### src/rtl/scheduler_pkg.sv
package scheduler_pkg;

    localparam int NUM_QUEUES = 5;
    localparam int DATA_WIDTH = 64;
    localparam int KEEP_WIDTH = DATA_WIDTH / 8;
    localparam int META_WIDTH = 32;
    localparam int PIFO_INFO_WIDTH = 32;
    localparam int RANK_WIDTH = 16;
    localparam int TUSER_WIDTH = META_WIDTH + PIFO_INFO_WIDTH;

    // Top bit of the scheduling word flags a valid rank
    localparam int PIFO_VALID_BIT = PIFO_INFO_WIDTH - 1;

    // Stored word holds data, keep, last and meta from bit 0 up
    localparam int KEEP_LSB = DATA_WIDTH;
    localparam int LAST_BIT = KEEP_LSB + KEEP_WIDTH;
    localparam int META_LSB = LAST_BIT + 1;
    localparam int WORD_WIDTH = META_LSB + META_WIDTH;

    localparam int DEFAULT_NUM_SLOTS = 8;
    localparam int DEFAULT_SLOT_WORDS = 8;
    localparam int DEFAULT_PIFO_DEPTH = 8;

endpackage

### src/rtl/queue_ctl_if.sv
`timescale 1ns/10ps

interface queue_ctl_if;
    import scheduler_pkg::*;

    logic [NUM_QUEUES-1:0] wr_en;
    logic [NUM_QUEUES-1:0] pifo_insert_en;
    // One bit per queue, each driven by its own queue
    logic [NUM_QUEUES-1:0] buffer_full;
    logic [NUM_QUEUES-1:0] pifo_full;

    modport agent (output wr_en, pifo_insert_en, input buffer_full, pifo_full);
    modport queue (input wr_en, pifo_insert_en, output buffer_full, pifo_full);

endinterface

### src/rtl/enqueue_agent.sv
`timescale 1ns/10ps

module enqueue_agent (
    input  logic                                 axis_aclk,
    input  logic                                 reset,
    input  logic                                 s_axis_tvalid,
    input  logic                                 s_axis_tlast,
    input  logic [scheduler_pkg::NUM_QUEUES-1:0] dst_bitmap,
    output logic                                 s_axis_tready,
    queue_ctl_if.agent                           ctl,
    output logic [scheduler_pkg::NUM_QUEUES-1:0] pkt_dropped
);
    import scheduler_pkg::*;

    logic                  beat;
    logic                  first_beat;
    logic [NUM_QUEUES-1:0] blocked;
    logic [NUM_QUEUES-1:0] admit_now;
    logic [NUM_QUEUES-1:0] admit_held;
    logic [NUM_QUEUES-1:0] admit_set;

    assign beat = s_axis_tvalid && s_axis_tready;

    // Admission decided at the first beat only and held to last
    assign blocked = ctl.buffer_full | ctl.pifo_full;
    assign admit_now = dst_bitmap & ~blocked;
    assign admit_set = first_beat ? admit_now : admit_held;

    assign ctl.wr_en = beat ? admit_set : '0;
    assign ctl.pifo_insert_en = (beat && s_axis_tlast) ? admit_set : '0;
    assign pkt_dropped = (beat && first_beat) ? (dst_bitmap & blocked) : '0;

    always_ff @(posedge axis_aclk) begin
        if (reset) begin
            s_axis_tready <= 1'b0;
            first_beat <= 1'b1;
            admit_held <= '0;
        end else begin
            s_axis_tready <= 1'b1;
            if (beat) begin
                first_beat <= s_axis_tlast;
                if (first_beat) begin
                    admit_held <= admit_now;
                end
            end
        end
    end

endmodule

### src/flat_wrapper.sv
// flat-port wrapper written by rule: the top's interface ports become plain ports
module enqueue_agent_flat import scheduler_pkg::*;
  (axis_aclk, reset, s_axis_tvalid, s_axis_tlast, dst_bitmap, s_axis_tready, pkt_dropped, ctl_wr_en, ctl_pifo_insert_en, ctl_buffer_full, ctl_pifo_full);
  queue_ctl_if ctl_i ();
  input  logic axis_aclk;
  input  logic reset;
  input  logic s_axis_tvalid;
  input  logic s_axis_tlast;
  input  logic [scheduler_pkg::NUM_QUEUES-1:0] dst_bitmap;
  output logic s_axis_tready;
  output logic [scheduler_pkg::NUM_QUEUES-1:0] pkt_dropped;
  output wire logic [$bits(ctl_i.wr_en)-1:0] ctl_wr_en;
  output wire logic [$bits(ctl_i.pifo_insert_en)-1:0] ctl_pifo_insert_en;
  input wire logic [$bits(ctl_i.buffer_full)-1:0] ctl_buffer_full;
  input wire logic [$bits(ctl_i.pifo_full)-1:0] ctl_pifo_full;
  assign ctl_wr_en = ctl_i.wr_en;
  assign ctl_pifo_insert_en = ctl_i.pifo_insert_en;
  assign ctl_i.buffer_full = ctl_buffer_full;
  assign ctl_i.pifo_full = ctl_pifo_full;
  enqueue_agent u_core (.axis_aclk(axis_aclk), .reset(reset), .s_axis_tvalid(s_axis_tvalid), .s_axis_tlast(s_axis_tlast), .dst_bitmap(dst_bitmap), .s_axis_tready(s_axis_tready), .ctl(ctl_i), .pkt_dropped(pkt_dropped));
endmodule
### config.mk
export PLATFORM = sky130hd
export DESIGN_NAME = enqueue_agent_flat
export DESIGN_NICKNAME = d
export VERILOG_FILES = /design/src/rtl/scheduler_pkg.sv /design/src/rtl/queue_ctl_if.sv /design/src/rtl/enqueue_agent.sv /design/src/flat_wrapper.sv
export SDC_FILE = /design/constraint.sdc
export NUM_CORES = 1
export LEC_CHECK = 0
export BUFFER_PORTS_ARGS = -buffer_cell sky130_fd_sc_hd__buf_2
export CAP_MARGIN = 10
export CORE_UTILIZATION = 35
export DETAILED_ROUTE_END_ITERATION = 12
export PLACE_DENSITY_LB_ADDON = 0.25
export SETUP_SLACK_MARGIN = 0.15
export SYNTH_ARGS = -nofsm -noshare
export SYNTH_HDL_FRONTEND = slang
export SYNTH_SLANG_ARGS = --single-unit
### constraint.sdc
create_clock -name axis_aclk -period 1 [get_ports axis_aclk]
set_input_delay 0.15 -clock axis_aclk [delete_from_list [all_inputs] [get_ports axis_aclk]]
set_output_delay 0.15 -clock axis_aclk [all_outputs]
set_load 0.01 [all_outputs]
==> metrics.log, run 1 <==
INFO  metric power.share.switching = 0.307
INFO  metric leakage = 0.442 nW
INFO  metric yosysSeqAreaShare = 0.276
INFO  metric critical_path_buf_inv_count = 2
INFO  metric post_synth_main_area_contributors = sky130_fd_sc_hd__dfxtp_1 (28%), sky130_fd_sc_hd__a21oi_1 (15%), sky130_fd_sc_hd__nand4bb_4 (11%)
INFO  metric critical_path.cell_chain = buf_6 -> nand2b_4 -> a21oi_2 -> buf_2
INFO  metric setup_tns = -4970 ps
INFO  metric power_density = 877 nW/µm²
INFO  metric portion_of_netlist_area_occupied_by_mux_cells = 0
INFO  metric synth_top_cell_by_area = sky130_fd_sc_hd__dfxtp_1
INFO  metric worstPathArrival = 1180 ps
INFO  metric nFillCells = 91
INFO  metric syn_area_per_cell = 8.76 µm²
INFO  metric synth_nets = 77
INFO  metric violated_checks = negative setup slack
INFO  metric worstHoldPathType = input port to flip-flop
INFO  metric clockBufferDepth = 2
INFO  metric groute.layer.met3.usage = 0.0833
INFO  metric synth_top_flop_cell = sky130_fd_sc_hd__dfxtp_1
INFO  metric finalHoldWorstSlack = 147 ps
INFO  metric grt_setup_unrepaired = yes
INFO  metric worst_slack = -330 ps
INFO  metric p_comb_frac = 0.317
INFO  metric timing.final.crit_share = 1.33
INFO  metric numCtsBuffers = 3
INFO  metric gp_congestion = 0.725
INFO  metric detail_route.iter0.violations = 1
INFO  metric die_height = 40.1 µm
INFO  metric max_cap_violations = 0
INFO  metric grt_most_used_layer = met2
INFO  metric worst_pin_slew = 309 ps
INFO  metric synthesis.area = 508 µm²
INFO  metric power.total = 866 µW
INFO  metric synth_edf_count = 0
INFO  metric footprint_of_the_multi_input_gates = 465 µm²
INFO  metric clock_sink_count = 7
INFO  metric grt_first_pass_wirelength = 2.26 mm
INFO  metric grt_usage = 0.214
INFO  metric ff_latch_area = 148 µm²
INFO  metric final_number_of_setup_violating_endpoints = 21
INFO  metric netlist_top_cells_count = sky130_fd_sc_hd__a21oi_1 (15), sky130_fd_sc_hd__dfxtp_1 (7), sky130_fd_sc_hd__nand2b_1 (5), sky130_fd_sc_hd__nor2_1 (5), sky130_fd_sc_hd__o21ai_0 (5)
INFO  metric synth_top_family_by_area = simple AND/OR/NAND/NOR gates
INFO  metric detailroute.via_count = 625
INFO  metric fp.coreArea = 1320 µm²
INFO  metric grt_antenna_before_repair = 0
INFO  metric critPathSlowestCell = sky130_fd_sc_hd__dfxtp_4
INFO  metric postSynthCellCount = 58
INFO  metric num_rows = 13
INFO  metric critical_path_peak_fanout = 6
INFO  metric yosys.cell_types.count = 16
INFO  metric worst-setup-path-type = flip-flop to primary output
INFO  metric globalRouteOverflowTotal = 0
INFO  metric initial_utilization = 0.386
INFO  metric die_w = 40.1 µm
INFO  metric drtPass1Iterations = 2
INFO  metric power.net_switching = 266 µW
INFO  metric buffer_ports.inserted = 34
INFO  metric clock_tree_from_tritoncts = done
INFO  metric gr-usage-met2 = 0.363
INFO  metric post-synth-top-area-fraction = 0.276
INFO  metric critical_path.startpoint_type = flip-flop
INFO  metric clk_pin_slew = 60 ps
INFO  metric dieArea = 1610 µm²
INFO  metric post_drt_wl_per_cell = 12.7 µm
INFO  metric routed_wire_length = 1.53 mm
INFO  metric postRouteAntennaNets = 0
INFO  metric nets = 126
INFO  metric max-slew-margin-rel = 0.792
INFO  metric setup.worst_path.end_class = primary output
INFO  metric synth_adder_area_share = 0
INFO  metric cts_root_buf = sky130_fd_sc_hd__clkbuf_4
INFO  metric clock_tree.htree_level_count = 1
INFO  metric grt_pass1_vias = 526
INFO  metric antenna_cells_inserted = 0
INFO  metric report.final.hold_viol_count = 0
INFO  metric ys_async_sr_fraction = 0
INFO  metric synth_seq_cells = 7
INFO  metric power.sequential.fraction = 0.368
INFO  metric finalWorstPathRequiredPeriod = 1330 ps
INFO  metric path_delay_family = flip-flops
INFO  metric drc = 0
INFO  metric crit_required = 850 ps
INFO  metric synthXorXnorAreaFrac = 0
INFO  metric pin_count_of_the_biggest_net_entering_global_routing = 7
INFO  metric achievable-frequency = 752 MHz
INFO  metric p_int = 600 µW
INFO  metric syn2layout_area_growth = 94.3%
INFO  metric vias_per_cell = 5.17
INFO  metric worst_stage_delay_on_the_critical_path = 370 ps
INFO  metric clock_insertion_delay_worst_skew = 260 ps
INFO  metric drive_above_1_share = 0.802
INFO  metric worst_ir_drop_vdd = 655 µV
INFO  metric clockPowerShare = 0.315
INFO  metric synth_simple_gate_area_share = 0.318
INFO  metric finalClockSkew = 2.22 ps
INFO  metric synth_most_common_cell = sky130_fd_sc_hd__a21oi_1
INFO  metric timing.final.max_slew_violations = 0
INFO  metric gr_util_met1 = 0.260
INFO  metric run_status = finished with violations
INFO  metric yosysWarningCount = 0
INFO  metric io-pin-count = 35
INFO  metric synth_compound_gate_area_share = 0.310
INFO  metric detailed_place_hpwl = 1.06 mm
[repair_timing]
item | in CTS | in global routing
pin swaps | 15 | 2
hold endpoints to repair | 0 | 0
buffers inserted | 5 | 2
hold buffers | 0 | 0
gates resized for setup | 11 | 9
endpoints found under the setup margin | 22 | 22
[kinds of logic after synthesis]
| logic type | after synthesis |
|---|---|
| DFF | 7 |
| and+or+nand+nor | 19 |
| buffers and inverters | 6 |
| AOI/OAI and AO/OA | 26 |
[area by class of cell]
| class | instances | area share |
|---|---|---|
| multi-input combinational | 45 | 0.471 |
| inverter | 2 | 0.00760 |
| tap | 15 | 0.0190 |
| clock buffer | 4 | 0.0266 |
| timing repair buffer | 48 | 0.326 |
| sequential | 7 | 0.150 |
[worst paths after layout]
| check | startpoint | endpoint | slack, ps | depth (start not counted) |
|---|---|---|---|---|
| worst min-delay path | reset | u_core.s_axis_tready | 150 | 2 |
| worst max-delay path | u_core.first_beat | ctl_wr_en[4] | -330 | 4 |
| worst min register to register | u_core.admit_held[1] | u_core.admit_held[1] | 540 | 2 |
| worst max register to register | u_core.first_beat | u_core.admit_held[3] | -140 | 5 |
[cell usage in the layout (no fill, tap or decap)]
cell and instances:
sky130_fd_sc_hd__inv_1 2, sky130_fd_sc_hd__nand2_2 1, sky130_fd_sc_hd__o21ai_0 5, sky130_fd_sc_hd__nor2_4 1, sky130_fd_sc_hd__dfxtp_4 2, sky130_fd_sc_hd__clkbuf_1 1
sky130_fd_sc_hd__a21oi_1 2, sky130_fd_sc_hd__buf_6 11, sky130_fd_sc_hd__buf_2 32, sky130_fd_sc_hd__dfxtp_1 5, sky130_fd_sc_hd__nand4bb_1 2, sky130_fd_sc_hd__a311oi_2 2
sky130_fd_sc_hd__nand4bb_4 3, sky130_fd_sc_hd__clkbuf_4 3, sky130_fd_sc_hd__a21oi_2 13, sky130_fd_sc_hd__nand2b_4 5, sky130_fd_sc_hd__and2_4 1, sky130_fd_sc_hd__nand3_4 1
sky130_fd_sc_hd__a311oi_1 3, sky130_fd_sc_hd__nand3_2 1, sky130_fd_sc_hd__nor2_2 4, sky130_fd_sc_hd__o211ai_1 1, sky130_fd_sc_hd__buf_4 5
[per-layer routing]
metal	vias to the layer above	routed length [µm]
met2	20	819
met5	-	0
met1	287	639
met3	0	75
li1	318	-
met4	0	0
[sequential cells by signal (all words and copies together) (netlist names)]
register and count:
u_core.s_axis_tready 1, u_core.first_beat 1, u_core.admit_held 5
[through the flow]
| stage | cell area [µm²] | cells | setup slack, ps | util |
|---|---|---|---|---|
| final | 987 | 121 | -330 | 0.749 |
| after CTS | 932 | 119 | -334 | 0.708 |
| after global placement | 825 | 110 | -104 | 0.626 |
| after global routing | 987 | 121 | -396 | 0.749 |
| after floorplan | 628 | 58 | 44.3 | - |
| after detailed placement | 825 | 110 | -129 | 0.626 |
[power by group through the flow]
stage | Clock [mW] | Sequential (mW) | Combinational [mW]
floorplan | 0 | 0.319 | 0.148
global placement | 0 | 0.325 | 0.220
detailed placement | 0 | 0.325 | 0.222
CTS | 0.282 | 0.316 | 0.253
global route | 0.300 | 0.321 | 0.296
finish | 0.273 | 0.318 | 0.274
[worst reg2reg max path: stages, from the launching register on]
cell and delay (ps):
sky130_fd_sc_hd__dfxtp_4 370, sky130_fd_sc_hd__buf_6 130, sky130_fd_sc_hd__nand2b_4 150, sky130_fd_sc_hd__buf_6 120
sky130_fd_sc_hd__buf_6 100, sky130_fd_sc_hd__a311oi_2 190
Power figures use the tool's default switching activity.
==> run 2: changes to the inputs <==
--- a/config.mk
+++ b/config.mk
@@ -6,11 +6,10 @@
 export NUM_CORES = 1
 export LEC_CHECK = 0
 export BUFFER_PORTS_ARGS = -buffer_cell sky130_fd_sc_hd__buf_2
-export CAP_MARGIN = 10
+export CAP_MARGIN = 0
 export CORE_UTILIZATION = 35
 export DETAILED_ROUTE_END_ITERATION = 12
 export PLACE_DENSITY_LB_ADDON = 0.25
-export SETUP_SLACK_MARGIN = 0.15
 export SYNTH_ARGS = -nofsm -noshare
 export SYNTH_HDL_FRONTEND = slang
 export SYNTH_SLANG_ARGS = --single-unit
==> run 2 against run 1 <==
Compared with the run above:
- the run still ends with negative setup slack left
- final area is 13% lower
- via count down 2.1%
- first-iteration DRC count rose to 5.0 times the previous value
- sequential power hardly changed
- worst setup slack worse by 10 ps
- die area is the same
- routed wire length fell by 4.8%
- critical endpoint is now ctl_wr_en[2]
==> metrics.log, run 2 (synthesis gave the netlist of run 1 again) <==
INFO  metric drive_above_1_share = 0.653
INFO  metric grt_setup_unrepaired = yes
INFO  metric finalWorstPathRequiredPeriod = 1340 ps
INFO  metric finalClockSkew = 9.51 ps
INFO  metric final_core_utilization = 0.653
INFO  metric report.final.hold_viol_count = 0
INFO  metric timing.final.crit_share = 1.34
INFO  metric die_height = 40.1 µm
INFO  metric power_density = 942 nW/µm²
INFO  metric max-slew-margin-rel = 0.835
INFO  metric syn2layout_area_growth = 69.5%
INFO  metric hold_buffers = 0
INFO  metric clock_tree_from_tritoncts = done
INFO  metric post_drt_wl_per_cell = 12.6 µm
INFO  metric grt_first_pass_wirelength = 2.21 mm
INFO  metric final_number_of_setup_violating_endpoints = 17
INFO  metric layout.cell_area.non_filler = 861 µm²
INFO  metric most_frequent_cells_in_the_layout = sky130_fd_sc_hd__buf_2 (33), sky130_fd_sc_hd__a21oi_2 (8), sky130_fd_sc_hd__a21oi_1 (7)
INFO  metric max_flop_register = u_core.admit_held
INFO  metric dieArea = 1610 µm²
INFO  metric clockPowerShare = 0.333
INFO  metric drc = 0
INFO  metric grt_usage = 0.211
INFO  metric vias_per_cell = 5.28
INFO  metric power.share.switching = 0.304
INFO  metric fp.coreArea = 1320 µm²
INFO  metric setup.worst_path.end_class = primary output
INFO  metric detailed_place_hpwl = 1.12 mm
INFO  metric power.sequential.fraction = 0.388
INFO  metric drtPass1Iterations = 4
INFO  metric worstHoldPathType = input port to flip-flop
INFO  metric p_comb_frac = 0.279
INFO  metric cts_root_buf = sky130_fd_sc_hd__clkbuf_4
INFO  metric routed_wire_length = 1.46 mm
INFO  metric clock_sink_count = 7
INFO  metric run_status = finished with violations
INFO  metric timing.final.max_slew_violations = 0
INFO  metric detailroute.via_count = 612
INFO  metric critical_path_peak_fanout = 7
INFO  metric nets = 121
INFO  metric crit_required = 850 ps
INFO  metric detail_route.iter0.violations = 5
INFO  metric worst_slack = -340 ps
INFO  metric registers_with_the_highest_flip_flop_counts = u_core.admit_held x5, u_core.first_beat x1, u_core.s_axis_tready x1
INFO  metric die_w = 40.1 µm
INFO  metric achievable-frequency = 746 MHz
INFO  metric initial_utilization = 0.386
INFO  metric power.net_switching = 247 µW
INFO  metric worst_ir_drop_vdd = 511 µV
INFO  metric numCtsBuffers = 3
INFO  metric largest_register_ffs = 5
INFO  metric clk_pin_slew = 60 ps
INFO  metric postRouteAntennaNets = 0
INFO  metric clock_tree.htree_level_count = 1
INFO  metric globalRouteOverflowTotal = 0
INFO  metric worstPathArrival = 1190 ps
INFO  metric power.total = 811 µW
INFO  metric gp_congestion = 0.747
INFO  metric buffer_ports.inserted = 34
INFO  metric most_common_cell_after_layout_fill_and_taps_aside = sky130_fd_sc_hd__buf_2
INFO  metric antenna_cells_inserted = 0
INFO  metric worst_pin_slew = 247 ps
INFO  metric pin_count_of_the_biggest_net_entering_global_routing = 8
INFO  metric critical_path.startpoint_type = flip-flop
INFO  metric violated_checks = negative setup slack
INFO  metric grt_pass1_vias = 572
INFO  metric worst-setup-path-type = flip-flop to primary output
INFO  metric leakage = 0.392 nW
INFO  metric max_cap_violations = 0
INFO  metric num_rows = 13
INFO  metric io-pin-count = 35
INFO  metric dpl_cell_area = 746 µm²
INFO  metric clockBufferDepth = 2
INFO  metric grt_antenna_before_repair = 0
INFO  metric clock_insertion_delay_worst_skew = 260 ps
INFO  metric p_int = 564 µW
[run 2: cell types whose count changed in the layout (fill, tap and decap cells not counted), sizes merged]
cell / change
buf: -5
clkinv: +1
clkbuf: -1
[run 2: final cells by class]
type | count | area, µm²
inverters | 2 | 7.51
multi-input cells | 45 | 400
fillers | 119 | 457
well taps | 15 | 18.8
clock buffers | 3 | 22.5
repair buffers | 43 | 259
clock inverters | 1 | 5.00
flip-flops and latches | 7 | 148
[run 2: worst max-delay path, stage by stage (launching register included)]
cell and delay [ps]:
sky130_fd_sc_hd__dfxtp_4 370, sky130_fd_sc_hd__buf_6 130, sky130_fd_sc_hd__nand2b_4 150, sky130_fd_sc_hd__a21oi_2 130, sky130_fd_sc_hd__buf_2 140
[run 2: power by group through the flow]
| stage | combinational, mW | clock (mW) | sequential [mW] |
|---|---|---|---|
| 5_1_grt | 0.246 | 0.301 | 0.317 |
| 3_5_place_dp | 0.200 | 0 | 0.317 |
| 2_1_floorplan | 0.126 | 0 | 0.312 |
| 6_report | 0.226 | 0.270 | 0.315 |
| 4_1_cts | 0.226 | 0.274 | 0.315 |
| 3_3_place_gp | 0.196 | 0 | 0.317 |
[run 2: per-layer routing]
layer / global-route usage / up-vias / share of wire
met5: 0 / - / 0
li1: - / 306 / -
met1: 0.198 / 277 / 0.40
met3: 0.0667 / 3 / 0.070
met4: 0.0517 / 0 / 0.0068
met2: 0.427 / 26 / 0.52
[run 2: final timing paths]
kind | end | depth (start not counted) | start | slack (ps)
worst max-delay path | ctl_wr_en[2] | 4 | u_core.first_beat | -340
worst min-delay path | u_core.s_axis_tready | 2 | reset | 140
worst max register to register | u_core.admit_held[3] | 4 | u_core.first_beat | -10
worst min register to register | u_core.admit_held[0] | 2 | u_core.admit_held[0] | 530
[run 2: timing repair]
item,in CTS,in global routing
gates resized for setup,14,0
buffers inserted,3,0
pin swaps,2,3
setup endpoints to repair,21,21
[run 2: through the flow]
step	setup TNS, ps	setup slack (ps)	std cells	hold WS [ps]
after floorplan	-68.7	-17.2	58	218
after global placement	-1630	-160	109	405
after detailed placement	-1980	-169	109	411
after CTS	-4580	-344	116	135
after global routing	-5890	-400	116	141
final	-4390	-340	116	144
==> run 3: changes to the inputs <==
==> constraint.sdc (replaced) <==
create_clock -name axis_aclk -period 1 [get_ports axis_aclk]
set_input_delay 0.15 -clock axis_aclk [delete_from_list [all_inputs] [get_ports axis_aclk]]
set_output_delay 0.15 -clock axis_aclk [all_outputs]
set_load 0.1 [all_outputs]
==> run 3 against run 2 <==
Compared with the run above:
- synthesized cell count stayed put
- area after synthesis stayed put
- the run now fails in 4_1_cts
==> metrics.log, run 3 <==
INFO  metric run_status = did not finish
INFO  metric stop_stage = 4_1_cts
INFO  metric error = [ERROR DPL-0033] detailed placement checks failed during check placement.
INFO  metric num_rows = 13
INFO  metric clockBufferDepth = 2
INFO  metric post-cts-setup-buffer-count = 2
INFO  metric post_synth_main_area_contributors = sky130_fd_sc_hd__dfxtp_1 (28%), sky130_fd_sc_hd__a21oi_1 (15%), sky130_fd_sc_hd__nand4bb_4 (11%)
INFO  metric yosysSeqAreaShare = 0.276
INFO  metric post-synth-top-area-fraction = 0.276
INFO  metric postSynthCellCount = 58
INFO  metric cts_root_buf = sky130_fd_sc_hd__clkbuf_4
INFO  metric buffer_ports.inserted = 34
INFO  metric initial_utilization = 0.386
INFO  metric syn_area_per_cell = 8.76 µm²
INFO  metric synth_most_common_cell = sky130_fd_sc_hd__a21oi_1
INFO  metric clock_tree.htree_level_count = 1
INFO  metric numCtsBuffers = 3
INFO  metric ys_async_sr_fraction = 0
INFO  metric synth_top_flop_cell = sky130_fd_sc_hd__dfxtp_1
INFO  metric yosysWarningCount = 0
INFO  metric post_cts_resize_count = 17
INFO  metric synth_nets = 77
INFO  metric post-place-cells = 115
INFO  metric io-pin-count = 35
INFO  metric synth_seq_cells = 7
INFO  metric synth_edf_count = 0
INFO  metric netlist_top_cells_count = sky130_fd_sc_hd__a21oi_1 (15), sky130_fd_sc_hd__dfxtp_1 (7), sky130_fd_sc_hd__nand2b_1 (5), sky130_fd_sc_hd__nor2_1 (5), sky130_fd_sc_hd__o21ai_0 (5)
INFO  metric synth_top_cell_by_area = sky130_fd_sc_hd__dfxtp_1
INFO  metric gp_congestion = 0.817
INFO  metric clock_sink_count = 7
INFO  metric synthesis.area = 508 µm²
INFO  metric die_height = 40.1 µm
INFO  metric die_w = 40.1 µm
INFO  metric hold_buffers = 0
INFO  metric yosys.cell_types.count = 16
INFO  metric detailed_place_hpwl = 1.75 mm
[run 3: through the flow]
step	worst slack (ps)	cell area (µm²)	hold WS, ps	TNS [ps]
after floorplan	-579	707	218	-8790
after global placement	-244	1190	398	-3610
after detailed placement	-336	1190	405	-5250
[run 3: cell families after synthesis]
family / after synthesis / synth area share
flops: 7 / 0.276
buf+inv: 6 / 0.0961
compound gates: 26 / 0.310
simple gates: 19 / 0.318
==> run 4: changes to the inputs <==
--- a/config.mk
+++ b/config.mk
@@ -7,9 +7,10 @@
 export LEC_CHECK = 0
 export BUFFER_PORTS_ARGS = -buffer_cell sky130_fd_sc_hd__buf_2
 export CAP_MARGIN = 0
-export CORE_UTILIZATION = 35
+export CORE_AREA = 2 2 63 65
 export DETAILED_ROUTE_END_ITERATION = 12
-export PLACE_DENSITY_LB_ADDON = 0.25
+export DIE_AREA = 0 0 65 67
+export PLACE_DENSITY_LB_ADDON = 0.15
 export SYNTH_ARGS = -nofsm -noshare
 export SYNTH_HDL_FRONTEND = slang
 export SYNTH_SLANG_ARGS = --single-unit
==> constraint.sdc (replaced) <==
create_clock -name axis_aclk -period 1.3 [get_ports axis_aclk]
set_input_delay 0.195 -clock axis_aclk [delete_from_list [all_inputs] [get_ports axis_aclk]]
set_output_delay 0.195 -clock axis_aclk [all_outputs]
set_load 0.1 [all_outputs]
==> run 4 against run 3 <==
Compared with the run above:
- the flow now finishes, with violations (negative setup slack)
==> metrics.log, run 4 (synthesis gave the netlist of run 1 again) <==
INFO  metric achievable-frequency = 692 MHz
INFO  metric worstPathArrival = 1250 ps
INFO  metric registers_with_the_highest_flip_flop_counts = u_core.admit_held x5, u_core.first_beat x1, u_core.s_axis_tready x1
INFO  metric worst_slack = -145 ps
INFO  metric num_rows = 22
INFO  metric crit_required = 1110 ps
INFO  metric buffer_ports.inserted = 34
INFO  metric clk_pin_slew = 40 ps
INFO  metric drc = 0
INFO  metric detail_route.iter0.violations = 6
INFO  metric report.final.hold_viol_count = 0
INFO  metric hold_start = reset
INFO  metric clock_tree.htree_level_count = 1
INFO  metric power_density = 681 nW/µm²
INFO  metric final_number_of_setup_violating_endpoints = 15
INFO  metric max_flop_register = u_core.admit_held
INFO  metric max-slew-margin-rel = 0.753
INFO  metric power.total = 912 µW
INFO  metric leakage = 0.481 nW
INFO  metric clockBufferDepth = 2
INFO  metric routed_wire_length = 1.83 mm
INFO  metric die_w = 65 µm
INFO  metric clock_sink_count = 7
INFO  metric max_cap_violations = 0
INFO  metric cts_root_buf = sky130_fd_sc_hd__clkbuf_8
INFO  metric die_height = 67 µm
INFO  metric dieArea = 4360 µm²
INFO  metric worstHoldPathType = input port to flip-flop
INFO  metric most_common_cell_after_layout_fill_and_taps_aside = sky130_fd_sc_hd__buf_2
INFO  metric worst_pin_slew = 367 ps
INFO  metric initial_utilization = 0.141
INFO  metric grt_pass1_vias = 647
INFO  metric cp-startpoint = u_core.first_beat
INFO  metric nets = 122
INFO  metric post-place-cells = 143
INFO  metric violated_checks = negative setup slack
INFO  metric finalWorstPathRequiredPeriod = 1440 ps
INFO  metric antenna_cells_inserted = 0
INFO  metric timing.final.max_slew_violations = 0
INFO  metric regToRegStartpoint = u_core.first_beat
INFO  metric critical_path.startpoint_type = flip-flop
INFO  metric numCtsBuffers = 3
INFO  metric fin_cells = 150
INFO  metric drive_above_1_share = 0.784
INFO  metric grt_first_pass_wirelength = 3.19 mm
INFO  metric clock_insertion_delay_worst_skew = 230 ps
INFO  metric globalRouteOverflowTotal = 0
INFO  metric setup.worst_path.end_class = primary output
INFO  metric nFillCells = 352
INFO  metric grt_usage = 0.0990
INFO  metric grt_antenna_before_repair = 0
INFO  metric dpl_worst_slack = -59.8 ps
INFO  metric grt_setup_unrepaired = yes
INFO  metric detailed_place_hpwl = 1.48 mm
INFO  metric finalHoldWorstSlack = 221 ps
INFO  metric most_frequent_cells_in_the_layout = sky130_fd_sc_hd__buf_2 (18), sky130_fd_sc_hd__buf_12 (16), sky130_fd_sc_hd__a21oi_4 (10), sky130_fd_sc_hd__buf_4 (8)
INFO  metric clock_tree_from_tritoncts = done
INFO  metric post_drt_wl_per_cell = 12.2 µm
INFO  metric largest_register_ffs = 5
INFO  metric worst_ir_drop_vdd = 238 µV
INFO  metric fp.coreArea = 3610 µm²
INFO  metric run_status = finished with violations
INFO  metric syn2layout_area_growth = 164%
INFO  metric gp_congestion = 0.680
INFO  metric vias_per_cell = 4.15
INFO  metric timing.final.crit_share = 1.11
INFO  metric io-pin-count = 35
INFO  metric postRouteAntennaNets = 0
INFO  metric detailroute.via_count = 623
INFO  metric worst-setup-path-type = flip-flop to primary output
INFO  metric finalClockSkew = 2.44 ps
INFO  metric pin_count_of_the_biggest_net_entering_global_routing = 8
INFO  metric drtPass1Iterations = 4
INFO  metric critical_path_peak_fanout = 6
==> run 4: power by group <==
group / leakage (nW) / total [mW] / switching (mW) / internal [mW]
clock network: 0.0255 / 0.311 / 0.103 / 0.208
registers: 0.0579 / 0.245 / 0.0166 / 0.229
logic: 0.398 / 0.355 / 0.207 / 0.148
total: 0.481 / 0.912 / 0.327 / 0.585
==> run 4: area by class of cell <==
| cell class | count | area, µm² | share of cell area |
|---|---|---|---|
| Timing Repair Buffer | 44 | 493 | 0.368 |
| Multi-Input combinational cell | 45 | 588 | 0.439 |
| Clock buffer | 3 | 41.3 | 0.0308 |
| Clock inverter | 1 | 5.00 | 0.00373 |
| Inverter | 2 | 7.51 | 0.00560 |
| Tap cell | 48 | 60.1 | 0.0448 |
| Sequential cell | 7 | 145 | 0.108 |
==> run 4: routing by layer <==
layer,share of wire,up-vias,track usage
met2,0.50,21,0.166
li1,-,310,-
met4,0.0022,0,0.0239
met1,0.43,290,0.117
met5,0,-,0
met3,0.068,2,0.0405
==> run 4: critical path: stages, from the launching register on <==
cell                        delay, ps
sky130_fd_sc_hd__dfxtp_2          340
sky130_fd_sc_hd__buf_6            150
sky130_fd_sc_hd__nand4bb_4        160
sky130_fd_sc_hd__a21oi_4          180
sky130_fd_sc_hd__buf_12           190
==> run 4: worst paths after layout <==
check / end / slack, ps / cells after the start
setup / recovery: ctl_pifo_insert_en[3] / -140 / 4
hold / removal: u_core.s_axis_tready / 220 / 2
setup reg to reg: u_core.admit_held[1] / 170 / 4
hold reg to reg: u_core.admit_held[4] / 550 / 2
==> run 4: through the flow <==
| step | instance area, µm² | utilization | TNS [ps] |
|---|---|---|---|
| 6_report | 1340 | 0.372 | -1960 |
| 5_1_grt | 1340 | 0.372 | -2960 |
| 4_1_cts | 1340 | 0.372 | -2200 |
| 3_5_place_dp | 1180 | 0.328 | -259 |
| 3_3_place_gp | 1180 | 0.328 | -83.0 |
| 2_1_floorplan | 707 | - | -4150 |
==> run 4: what timing repair did <==
item / 4_1_cts / 5_1_grt
resized for setup: 18 / 0
endpoints found under the hold margin: 0 / 0
pin swaps: 3 / 1
setup buffers: 3 / 0
hold buffers: 0 / 0
setup endpoints to repair: 15 / 15
